--- config.mk ---
export PLATFORM = sky130hd
export DESIGN_NAME = text_line_renderer
export DESIGN_NICKNAME = d
export VERILOG_FILES = /design/src/rtl/char_pkg.sv /design/src/rtl/pixel_pkg.sv /design/src/rtl/char_ingress.sv /design/src/rtl/glyph_rom.sv /design/src/rtl/row_sequencer.sv /design/src/rtl/text_line_renderer.sv
export VERILOG_INCLUDE_DIRS = /design/src /design/src/rtl
export SDC_FILE = /design/constraint.sdc
export NUM_CORES = 1
export LEC_CHECK = 0
export BUFFER_PORTS_ARGS = -buffer_cell sky130_fd_sc_hd__buf_2
export CORE_ASPECT_RATIO = 1.75
export CORE_UTILIZATION = 50
export DETAILED_ROUTE_END_ITERATION = 7
export PLACE_DENSITY = 0.69
export SYNTH_ARGS = -nofsm -noshare
export SYNTH_HDL_FRONTEND = slang
export SYNTH_SLANG_ARGS = --single-unit
export TNS_END_PERCENT = 30
--- constraint.sdc ---
create_clock -name end_of_line -period 3.1 [get_ports end_of_line]
set_input_delay 0.155 -clock end_of_line [delete_from_list [all_inputs] [get_ports end_of_line]]
set_output_delay 0.155 -clock end_of_line [all_outputs]
set_load 0.1 [all_outputs]
--- src/rtl/render_params.svh ---
`ifndef RENDER_PARAMS_SVH
`define RENDER_PARAMS_SVH

// Line geometry
`define CHARS_PER_LINE 8
`define GLYPH_ROWS     20 // Rows of one character cell
`define PIXELS_PER_ROW 16

`define OUT_CREDITS    4  // Sink buffer depth after reset

`endif

--- src/rtl/char_pkg.sv ---
`include "render_params.svh"

package char_pkg;

  typedef logic [7:0] ascii_t;

  // Column within the text line
  typedef logic [$clog2(`CHARS_PER_LINE)-1:0] char_idx_t;

  typedef struct packed {
    ascii_t code;
  } char_beat_t;

endpackage

--- src/rtl/pixel_pkg.sv ---
`include "render_params.svh"

package pixel_pkg;

  typedef logic [$clog2(`GLYPH_ROWS)-1:0] row_idx_t;

  // Leftmost pixel in the MSB
  typedef logic [`PIXELS_PER_ROW-1:0] pixel_row_t;

  typedef struct packed {
    row_idx_t            row;
    char_pkg::char_idx_t col;
    pixel_row_t          pixels;
    logic                last;   // Final beat of the line
  } pixel_beat_t;

  typedef enum logic [1:0] {
    S_IDLE,
    S_SCAN,
    S_RELEASE
  } scan_state_t;

endpackage

--- src/rtl/char_ingress.sv ---
`timescale 1ns/1ps
`include "render_params.svh"

module char_ingress import char_pkg::*; (
  input  logic                             end_of_line,
  input  logic                             rst,
  input  logic                             in_valid,
  input  char_beat_t                       in_beat,
  input  logic                             line_release,
  output logic                             in_credit,
  output logic                             line_full,
  output ascii_t [`CHARS_PER_LINE-1:0]     line_chars
);

  localparam int ret_w = $clog2(`CHARS_PER_LINE + 1);

  char_idx_t        wr_ptr;
  logic [ret_w-1:0] ret_cnt;   // Credits still owed to the sender
  logic             wr_en;

  // Sender must not send into a full line, drop it if it does
  assign wr_en = in_valid && !line_full;

  always_ff @(posedge end_of_line) begin
    if (rst) begin
      wr_ptr    <= '0;
      line_full <= 1'b0;
      ret_cnt   <= '0;
    end else begin
      if (line_release) begin
        wr_ptr    <= '0;
        line_full <= 1'b0;
        ret_cnt   <= ret_w'(`CHARS_PER_LINE);   // Every slot is free again
      end else begin
        if (wr_en) begin
          wr_ptr <= wr_ptr + 1'b1;
          if (wr_ptr == char_idx_t'(`CHARS_PER_LINE - 1)) begin
            line_full <= 1'b1;
          end
        end
        if (ret_cnt != '0) begin
          ret_cnt <= ret_cnt - 1'b1;
        end
      end
    end
  end

  // One credit per cycle until the freed slots are all returned
  assign in_credit = (ret_cnt != '0);

  always_ff @(posedge end_of_line) begin
    if (wr_en) begin
      line_chars[wr_ptr] <= in_beat.code;
    end
  end

endmodule

--- src/rtl/glyph_rom.sv ---
`timescale 1ns/1ps

module glyph_rom import char_pkg::*, pixel_pkg::*; (
  input  ascii_t     ascii,
  input  row_idx_t   row,
  output pixel_row_t pixel_row
);

  localparam pixel_row_t arch_row  = 16'h3FC0;  // Rounded top or bottom
  localparam pixel_row_t sides_row = 16'hC030;
  localparam pixel_row_t bar_row   = 16'hFFF0;
  localparam pixel_row_t stem_row  = 16'h0030;  // Right stroke only

  always_comb begin
    pixel_row = '0;
    case (ascii)
      8'h41: begin  // A
        case (row) inside
          [5'd4:5'd5]:   pixel_row = arch_row;
          [5'd6:5'd9]:   pixel_row = sides_row;
          [5'd10:5'd11]: pixel_row = bar_row;
          [5'd12:5'd15]: pixel_row = sides_row;
          default:       pixel_row = '0;
        endcase
      end

      8'h48: begin  // H
        case (row) inside
          [5'd4:5'd7]:   pixel_row = sides_row;
          [5'd8:5'd9]:   pixel_row = bar_row;
          [5'd10:5'd15]: pixel_row = sides_row;
          default:       pixel_row = '0;
        endcase
      end

      8'h4A: begin  // J
        case (row) inside
          [5'd4:5'd9]:   pixel_row = stem_row;
          [5'd10:5'd15]: pixel_row = sides_row;
          [5'd16:5'd17]: pixel_row = arch_row;  // Hook at the bottom
          default:       pixel_row = '0;
        endcase
      end

      8'h4F: begin  // O
        case (row) inside
          [5'd4:5'd5]:   pixel_row = arch_row;
          [5'd6:5'd13]:  pixel_row = sides_row;
          [5'd14:5'd15]: pixel_row = arch_row;
          default:       pixel_row = '0;
        endcase
      end

      // Space and every code without a glyph stay blank
      default: begin
        pixel_row = '0;
      end
    endcase
  end

endmodule

--- src/rtl/row_sequencer.sv ---
`timescale 1ns/1ps
`include "render_params.svh"

module row_sequencer import char_pkg::*, pixel_pkg::*; (
  input  logic                         end_of_line,
  input  logic                         rst,
  input  logic                         line_full,
  input  ascii_t [`CHARS_PER_LINE-1:0] line_chars,
  input  pixel_row_t                   rom_pixels,
  input  logic                         out_credit,
  output ascii_t                       rom_ascii,
  output row_idx_t                     rom_row,
  output logic                         out_valid,
  output pixel_beat_t                  out_beat,
  output logic                         line_release
);

  localparam int cred_w = $clog2(`OUT_CREDITS + 1);

  scan_state_t       state;
  row_idx_t          cur_row;
  char_idx_t         cur_col;
  logic [cred_w-1:0] cred_cnt;
  logic              row_end;
  logic              last_pos;
  logic              scan_done;
  logic              fire;

  assign row_end   = (cur_col == char_idx_t'(`CHARS_PER_LINE - 1));
  assign last_pos  = row_end && (cur_row == row_idx_t'(`GLYPH_ROWS - 1));
  assign scan_done = out_valid && out_beat.last;

  // The beat on the output still holds its credit this cycle
  assign fire = (state == S_SCAN) && !scan_done && (cred_cnt > cred_w'(out_valid));

  assign rom_ascii    = line_chars[cur_col];
  assign rom_row      = cur_row;
  assign line_release = (state == S_RELEASE);

  always_ff @(posedge end_of_line) begin
    if (rst) begin
      state     <= S_IDLE;
      cur_row   <= '0;
      cur_col   <= '0;
      out_valid <= 1'b0;
      cred_cnt  <= cred_w'(`OUT_CREDITS);
    end else begin
      out_valid <= fire;
      cred_cnt  <= cred_cnt + cred_w'(out_credit) - cred_w'(out_valid);

      case (state)
        S_IDLE: begin
          if (line_full) begin
            state <= S_SCAN;
          end
        end
        S_SCAN: begin
          if (scan_done) begin
            state <= S_RELEASE;   // Wait for the last beat to leave
          end
        end
        S_RELEASE: begin
          state <= S_IDLE;
        end
        default: begin
          state <= S_IDLE;
        end
      endcase

      // Row-major walk, held in place while out of credits
      if (fire) begin
        if (row_end) begin
          cur_col <= '0;
          cur_row <= last_pos ? '0 : cur_row + 1'b1;
        end else begin
          cur_col <= cur_col + 1'b1;
        end
      end
    end
  end

  always_ff @(posedge end_of_line) begin
    if (fire) begin
      out_beat.row    <= cur_row;
      out_beat.col    <= cur_col;
      out_beat.pixels <= rom_pixels;
      out_beat.last   <= last_pos;
    end
  end

endmodule

--- src/rtl/text_line_renderer.sv ---
`timescale 1ns/1ps
`include "render_params.svh"

module text_line_renderer import char_pkg::*, pixel_pkg::*; (
  input  logic        end_of_line,
  input  logic        rst,
  input  logic        in_valid,
  input  char_beat_t  in_beat,
  input  logic        out_credit,
  output logic        in_credit,
  output logic        out_valid,
  output pixel_beat_t out_beat
);

  logic                         line_full;
  logic                         line_release;
  ascii_t [`CHARS_PER_LINE-1:0] line_chars;
  ascii_t                       rom_ascii;
  row_idx_t                     rom_row;
  pixel_row_t                   rom_pixels;

  char_ingress char_ingress_i (
    .end_of_line  (end_of_line),
    .rst          (rst),
    .in_valid     (in_valid),
    .in_beat      (in_beat),
    .line_release (line_release),
    .in_credit    (in_credit),
    .line_full    (line_full),
    .line_chars   (line_chars)
  );

  glyph_rom glyph_rom_i (
    .ascii     (rom_ascii),
    .row       (rom_row),
    .pixel_row (rom_pixels)
  );

  row_sequencer row_sequencer_i (
    .end_of_line  (end_of_line),
    .rst          (rst),
    .line_full    (line_full),
    .line_chars   (line_chars),
    .rom_pixels   (rom_pixels),
    .out_credit   (out_credit),
    .rom_ascii    (rom_ascii),
    .rom_row      (rom_row),
    .out_valid    (out_valid),
    .out_beat     (out_beat),
    .line_release (line_release)
  );

endmodule

[Yosys cells after proc, flatten, opt, wreduce, memory -nomap -nowiden]
Index checks and enable logic that the tools add are counted.
Storage, ports and cells
  flip-flop bits (word level): 111
  bits in latches: 0
  RAM bits: 0
  memory bits (read-only): 0
  input bits: 12
  output and inout bits: 27
  word-level logic and storage cells: 108
  memories kept: 0
Cells by class
  $add $sub $neg: 6
  $mul: 0
  divide/modulo/power cells: 0
  order comparisons: 18
  equality and inequality tests: 11
  shifts and indexed selects: 0
  multiplexer cells: 26
  bitwise logic cells: 0
  reductions and logical operators: 26
Operator list (count)
  $mux 16: 11
  $bwmux 64: 1
  $pmux 16 s4: 1
  $eq 8x7->1 const B: 4
  $mux 14: 2
  $bmux 8 s3: 1
  $demux 8 s3: 1
  $ge 5x4->1 const B: 4
  $le 5x4->1 const B: 4
  $logic_and 1x1->1: 17
  $mux 8: 2
  $ge 5x3->1 const B: 2
  $le 5x3->1 const B: 2
  $lt 3x4->1 const B: 2
  $mux 4: 2
  $add 3x1->3 const B: 2
  $eq 3x3->1 const B: 2
  $reduce_and 2->1: 3
  $add 5x1->5 const B: 1
  $eq 5x5->1 const B: 1
  $ge 5x5->1 const B: 1
  $le 5x5->1 const B: 1
  $mux 5: 1
  $mux 2: 2
  other kinds (16): 17

[Longest topological paths before layout]
  depth in word-level cells: 7
  gate-level depth with buffers: 8
  gate-level depth less buffers: 8

[Cells and area by module]
A second synthesis with hierarchy kept.
Unflattened totals
  cells, all modules: 294
  area, all modules: 4677.0 um2
By module, submodules not included
  char_ingress: times used 1, cells an instance 116, area each 2367.3 um2, sequential area each 2082.0 um2
  row_sequencer: times used 1, cells an instance 133, area each 1976.9 um2, sequential area each 1031.0 um2
  glyph_rom: times used 1, cells an instance 45, area each 332.8 um2, sequential area each 0.0 um2

[Least setup slack after synthesis]
OpenSTA, ideal clock, no wires.
  path type: register to register
  start: register row_sequencer_i.out_valid
  end: register row_sequencer_i.cur_row[4] (netlist: row_sequencer_i.rom_row[4])
  setup time: 0.071 ns
  arrival time: 3.062 ns
  required time: 3.029 ns
  slack: -0.032 ns
  cell stages (with the launch flop): 7
  buffers on the path: 0
  clock period less this slack: 3.132 ns
  cell sequence: dfxtp_1 ha_1 nor3b_1 a2111oi_4 nand2_1 or3_1 a21oi_1
Between the ends
  longest elaborated chain between the ends: 5
  elaborated cells on any way between the ends: 6
  those cells by class: order compare: 1; reduce/logical: 5
Ends and longest elaborated chain
  from (decl): RTL line row_sequencer.sv:13  | output logic out_valid,
  from (signal assigned): RTL line row_sequencer.sv:48  | out_valid <= fire;
  parallel branches: the longest is 3 deep, another holds $gt 3x1->1
  $logic_and 1x1->1 *: RTL line row_sequencer.sv:34  | assign fire = (state == S_SCAN) && !scan_done && (cred_cnt > cred_w'(out_valid));
  net row_sequencer_i.fire: RTL line row_sequencer.sv:27  | logic fire;
  $reduce_and 2->1 (no line) *
  to (signal assigned): RTL line row_sequencer.sv:74  | cur_row <= last_pos ? '0 : cur_row + 1'b1;
  to (decl): RTL line row_sequencer.sv:21  | row_idx_t cur_row;
Mark *: on every way through the listed nets, which the timed path passes.
A chain may end at the register's enable or synchronous reset.

[Final worst setup path]
  start: register row_sequencer_i.cur_col[1]
  end: register, netlist name row_sequencer_i.out_beat[15]
Between the ends
  longest elaborated chain between the ends: 4
  elaborated cells on any way between the ends: 7
  those cells by class: eq/ne: 4; mux: 3
Ends and longest elaborated chain
  from (decl): RTL line row_sequencer.sv:22  | char_idx_t cur_col;
  from (signal assigned): RTL line row_sequencer.sv:76  | cur_col <= cur_col + 1'b1;
  $bmux 8 s3 *: RTL line row_sequencer.sv:36  | assign rom_ascii = line_chars[cur_col];
  $mux 8 (implied by the code) *: RTL line row_sequencer.sv:36
  $eq 8x7->1: RTL line glyph_rom.sv:16  | case (ascii)
  $pmux 16 s4 *: RTL line glyph_rom.sv:16
Every way passes the cells marked *; elsewhere a longest branch is shown, timed or not. The select of a mux whose other input is x is not followed.

==> key figures <==
Outcome
  – Result of the run: finished, final reports clean

Route
  – Number of remaining DRC errors: 0
  – Avg WL per Cell: 15.6 um
  – Total length of routed wires: approximately 7000 um
  – Detail-routed via count per cell: roughly 5.5
  – Number of nets with antenna violations after routing: 0
  – Detailed-routing iteration count for the pre-antenna-repair pass: 5
  – Drt first-iter violations: 142
  – Total via count after detailed routing: approximately 2500

Finish
  – Net count reported at finish: between 300 and 400
  – Fraction of layout cells with a size suffix above 1: between 20% and 30%
  – Count of antenna diodes in the layout: 0
  – Number of filler instances in the final layout: ~700
  – Layout-stage area growth over the synthesis result: 11.1%
  – Area of combinational cells with multiple inputs: 1420 um2
  – Footprint of the flip-flops and latches: roughly 2700 um2

Clock network
  – Setup bufs post-CTS: 0
  – # clock sinks: a little under 100
  – Hold_buf cts: 0
  – H-tree depth: 3
  – Maximum buffer depth of the clock tree: 2
  – Post-cts sizing count: 0
  – Library cell used as clock root buffer: sky130_fd_sc_hd__clkbuf_16
  – TritonCTS clock tree: done
  – Clk_lat worst skew: approximately 0.33 ns
  – Number of buffers created by CTS: 9
  – Clock transition at the register clock pins on the worst setup and hold paths after CTS: approximately 0.070 ns

Power
  – Power density over cell area: between 600 and 700 nW/um2
  – Total power: just under 3 mW
  – Peak supply drop: 548 uV
  – Leak Pwr: approximately 1.7 nW

Worst setup path
  – Required time of the critical path: approximately 3.2 ns
  – Launching element type of the critical path: flop
  – Reg-to-reg critical path startpoint: row_sequencer_i.cur_col[1]
  – Setup slack of the worst register-to-register path: around 0.73 ns
  – Critical path depth: 6
  – Critical path startpoint: row_sequencer_i.cur_col[1]
  – Capturing element type of the critical path: flop
  – Worst path slowest cell: sky130_fd_sc_hd__mux4_1
  – Data arrival at the endpoint of the critical path: between 2 and 2.5 ns
  – Top cell family by delay on the critical path: multiplexers
  – Worst stage delay on the critical path: around 0.6 ns
  – Ordered list of cells on the worst path: buf_4 -> mux4_1 -> mux2_2 -> and4_2 -> a22oi_1 -> a21oi_1
  – Worst r2r path cells: 6
  – CP Buf/Inv Count: 1
  – Critical setup path kind: reg -> reg
  – Critical Path Fanout Max: 9

Global routing
  – First-pass GRT wire length: 11700 um
  – Global route overflow: 0
  – Pin count of the biggest net entering global routing: 19
  – Total track usage: about 17%
  – Number of antenna violations at the first check in global routing: 0
  – Vias in the first global route: 2427

Hold path
  – Cell count of the worst hold path: 3
  – Hold_sp: in_valid
  – Path category of the worst min-delay check: in -> reg

Floorplan
  – Core footprint: 8370 um2
  – Placement Rows: 44
  – Full die area: around 9100 um2
  – Number of I/O pins: 39
  – Width of the die: 72.5 um
  – Starting utilization of the core area: a little over 50%
  – Die boundary height: approximately 130 um

Yosys
  – Synth unique cells: 57
  – Flip-flop and latch count after synthesis: 98
  – Average size of a mapped cell: 14.4 um2
  – Number of synthesized flops with an enable pin: 76
  – Ys flop type: sky130_fd_sc_hd__edfxtp_1
  – Synth top cells by count: sky130_fd_sc_hd__edfxtp_1 (76), sky130_fd_sc_hd__nor2_1 (27), sky130_fd_sc_hd__dfxtp_1 (22)
  – Sequential-to-total area share from yosys stat: about 63%
  – Proportion of netlist area held by the largest area contributor: between 50 and 60%
  – Most frequent cell after synthesis: sky130_fd_sc_hd__edfxtp_1
  – Post-synthesis instance area: between 4000 and 5000 um2
  – Top cells by area, synth: sky130_fd_sc_hd__edfxtp_1 (52%), sky130_fd_sc_hd__dfxtp_1 (10%), sky130_fd_sc_hd__mux4_1 (4.2%)
  – Cells after synthesis: about 300
  – Yosys warning total: 0
  – Dominant cell type by area after synthesis: sky130_fd_sc_hd__edfxtp_1
  – Async set or reset register ratio after synthesis: 0%

Timing
  – Slew at the pin closest to its max-slew limit: roughly 0.81 ns
  – Count of final setup violators: 0
  – Number of pins exceeding their max-slew limit in the final report: 0
  – Unrepaired setup endpoints after global routing: no
  – Final total negative setup slack: 0 ns
  – Final Hold Fails: 0
  – Worst clock skew on the final layout: between 0.005 and 0.006 ns
  – Slack of the critical path: approximately 0.73 ns
  – Crit share post-route: between 70 and 80%
  – Max-slew headroom: 45.8%
  – Clock period minus worst slack: ~2.4 ns
  – Maximum clock rate: 423 MHz

Place
  – Placer congestion estimate: between 0.8 and 0.9
  – Worst slack at placement: 0.712 ns
  – Port bufs: 34
  – Dpl hpwl: just over 5000 um

Job
  – Count of maximum capacitance violations: 0
final cells by class:
class,instances,area share [%]
clock buffers,9,4.66
clock inverters,7,1.58
inverters,11,0.855
multi-input cells,171,29.4
flip-flops and latches,98,56.4
well taps,115,2.98
repair buffers,38,4.14
worst paths after layout:
kind | end
max | row_sequencer_i.out_beat[15]
min | char_ingress_i.line_full
max reg2reg | row_sequencer_i.out_beat[15]
min reg2reg | char_ingress_i.ret_cnt[1]
layout by cell type (no fill, tap or decap), types with 9 or more instances in the layout:
cell type and n:
sky130_fd_sc_hd__a21oi_1 13, sky130_fd_sc_hd__mux2i_1 9, sky130_fd_sc_hd__nand2_1 10, sky130_fd_sc_hd__nor2_1 27
sky130_fd_sc_hd__edfxtp_1 76, sky130_fd_sc_hd__ha_1 13, sky130_fd_sc_hd__dfxtp_1 21, sky130_fd_sc_hd__inv_1 11
sky130_fd_sc_hd__nand2b_1 10, sky130_fd_sc_hd__clkbuf_16 9, sky130_fd_sc_hd__buf_2 34
power by group:
group / leakage [nW] / switching (mW) / internal [mW] / total [mW]
combinational: 0.661 / 0.213 / 0.0999 / 0.313
clock: 0.146 / 0.468 / 0.633 / 1.10
sequential: 0.868 / 0.0281 / 1.46 / 1.49
total: 1.67 / 0.709 / 2.20 / 2.90
per-stage QoR:
stage / cells / area [um2] / hold slack [ns] / util (%)
floorplan: 304 / 4360 / 0.219 / -
global placement: 433 / 4530 / 0.401 / 54.1
detailed placement: 433 / 4530 / 0.422 / 54.1
CTS: 449 / 4830 / 0.0734 / 57.7
global route: 449 / 4830 / 0.0771 / 57.7
finish: 449 / 4830 / 0.0876 / 57.7
kinds of logic (layout without fill, tap and decap cells):
| kind of cell | after synthesis | count (layout) | synth area share [%] |
|---|---|---|---|
| compound gates | 36 | 36 | 6.48 |
| xor+xnor | 5 | 5 | 1.01 |
| fa+ha+maj | 14 | 14 | 4.20 |
| buf+inv | 35 | 65 | 4.98 |
| flops | 98 | 98 | 62.6 |
| mux | 23 | 23 | 9.06 |
| other cells | 1 | 4 | 0.0862 |
| simple gates | 89 | 89 | 11.6 |
worst register-to-register path: cells and delay by family (launching register included):
kind | cells | cell delay [ns]
mux | 2 | 0.94
flops | 1 | 0.43
compound gates | 2 | 0.31
buf+inv | 1 | 0.24
simple gates | 1 | 0.18
per-layer routing:
| layer | vias up | track usage, % | wire [um] |
|---|---|---|---|
| met5 | - | 0 | 0 |
| met4 | 0 | 8.65 | 150 |
| met3 | 8 | 4.59 | 206 |
| met2 | 57 | 31.3 | 3980 |
| met1 | 1220 | 18.3 | 2690 |
| li1 | 1170 | - | - |
state kept, by name (all words and copies together), names as in the netlist:
signal / cells
char_ingress_i.wr_ptr: 3
char_ingress_i.ret_cnt: 4
row_sequencer_i.state: 2
row_sequencer_i.cred_cnt: 3
char_ingress_i.line_full: 1
row_sequencer_i.out_beat: 12
row_sequencer_i.cur_col: 3
row_sequencer_i.rom_row: 5
char_ingress_i.line_chars: 64
row_sequencer_i.out_valid: 1
Note: power is estimated with default switching activity, not from simulation.
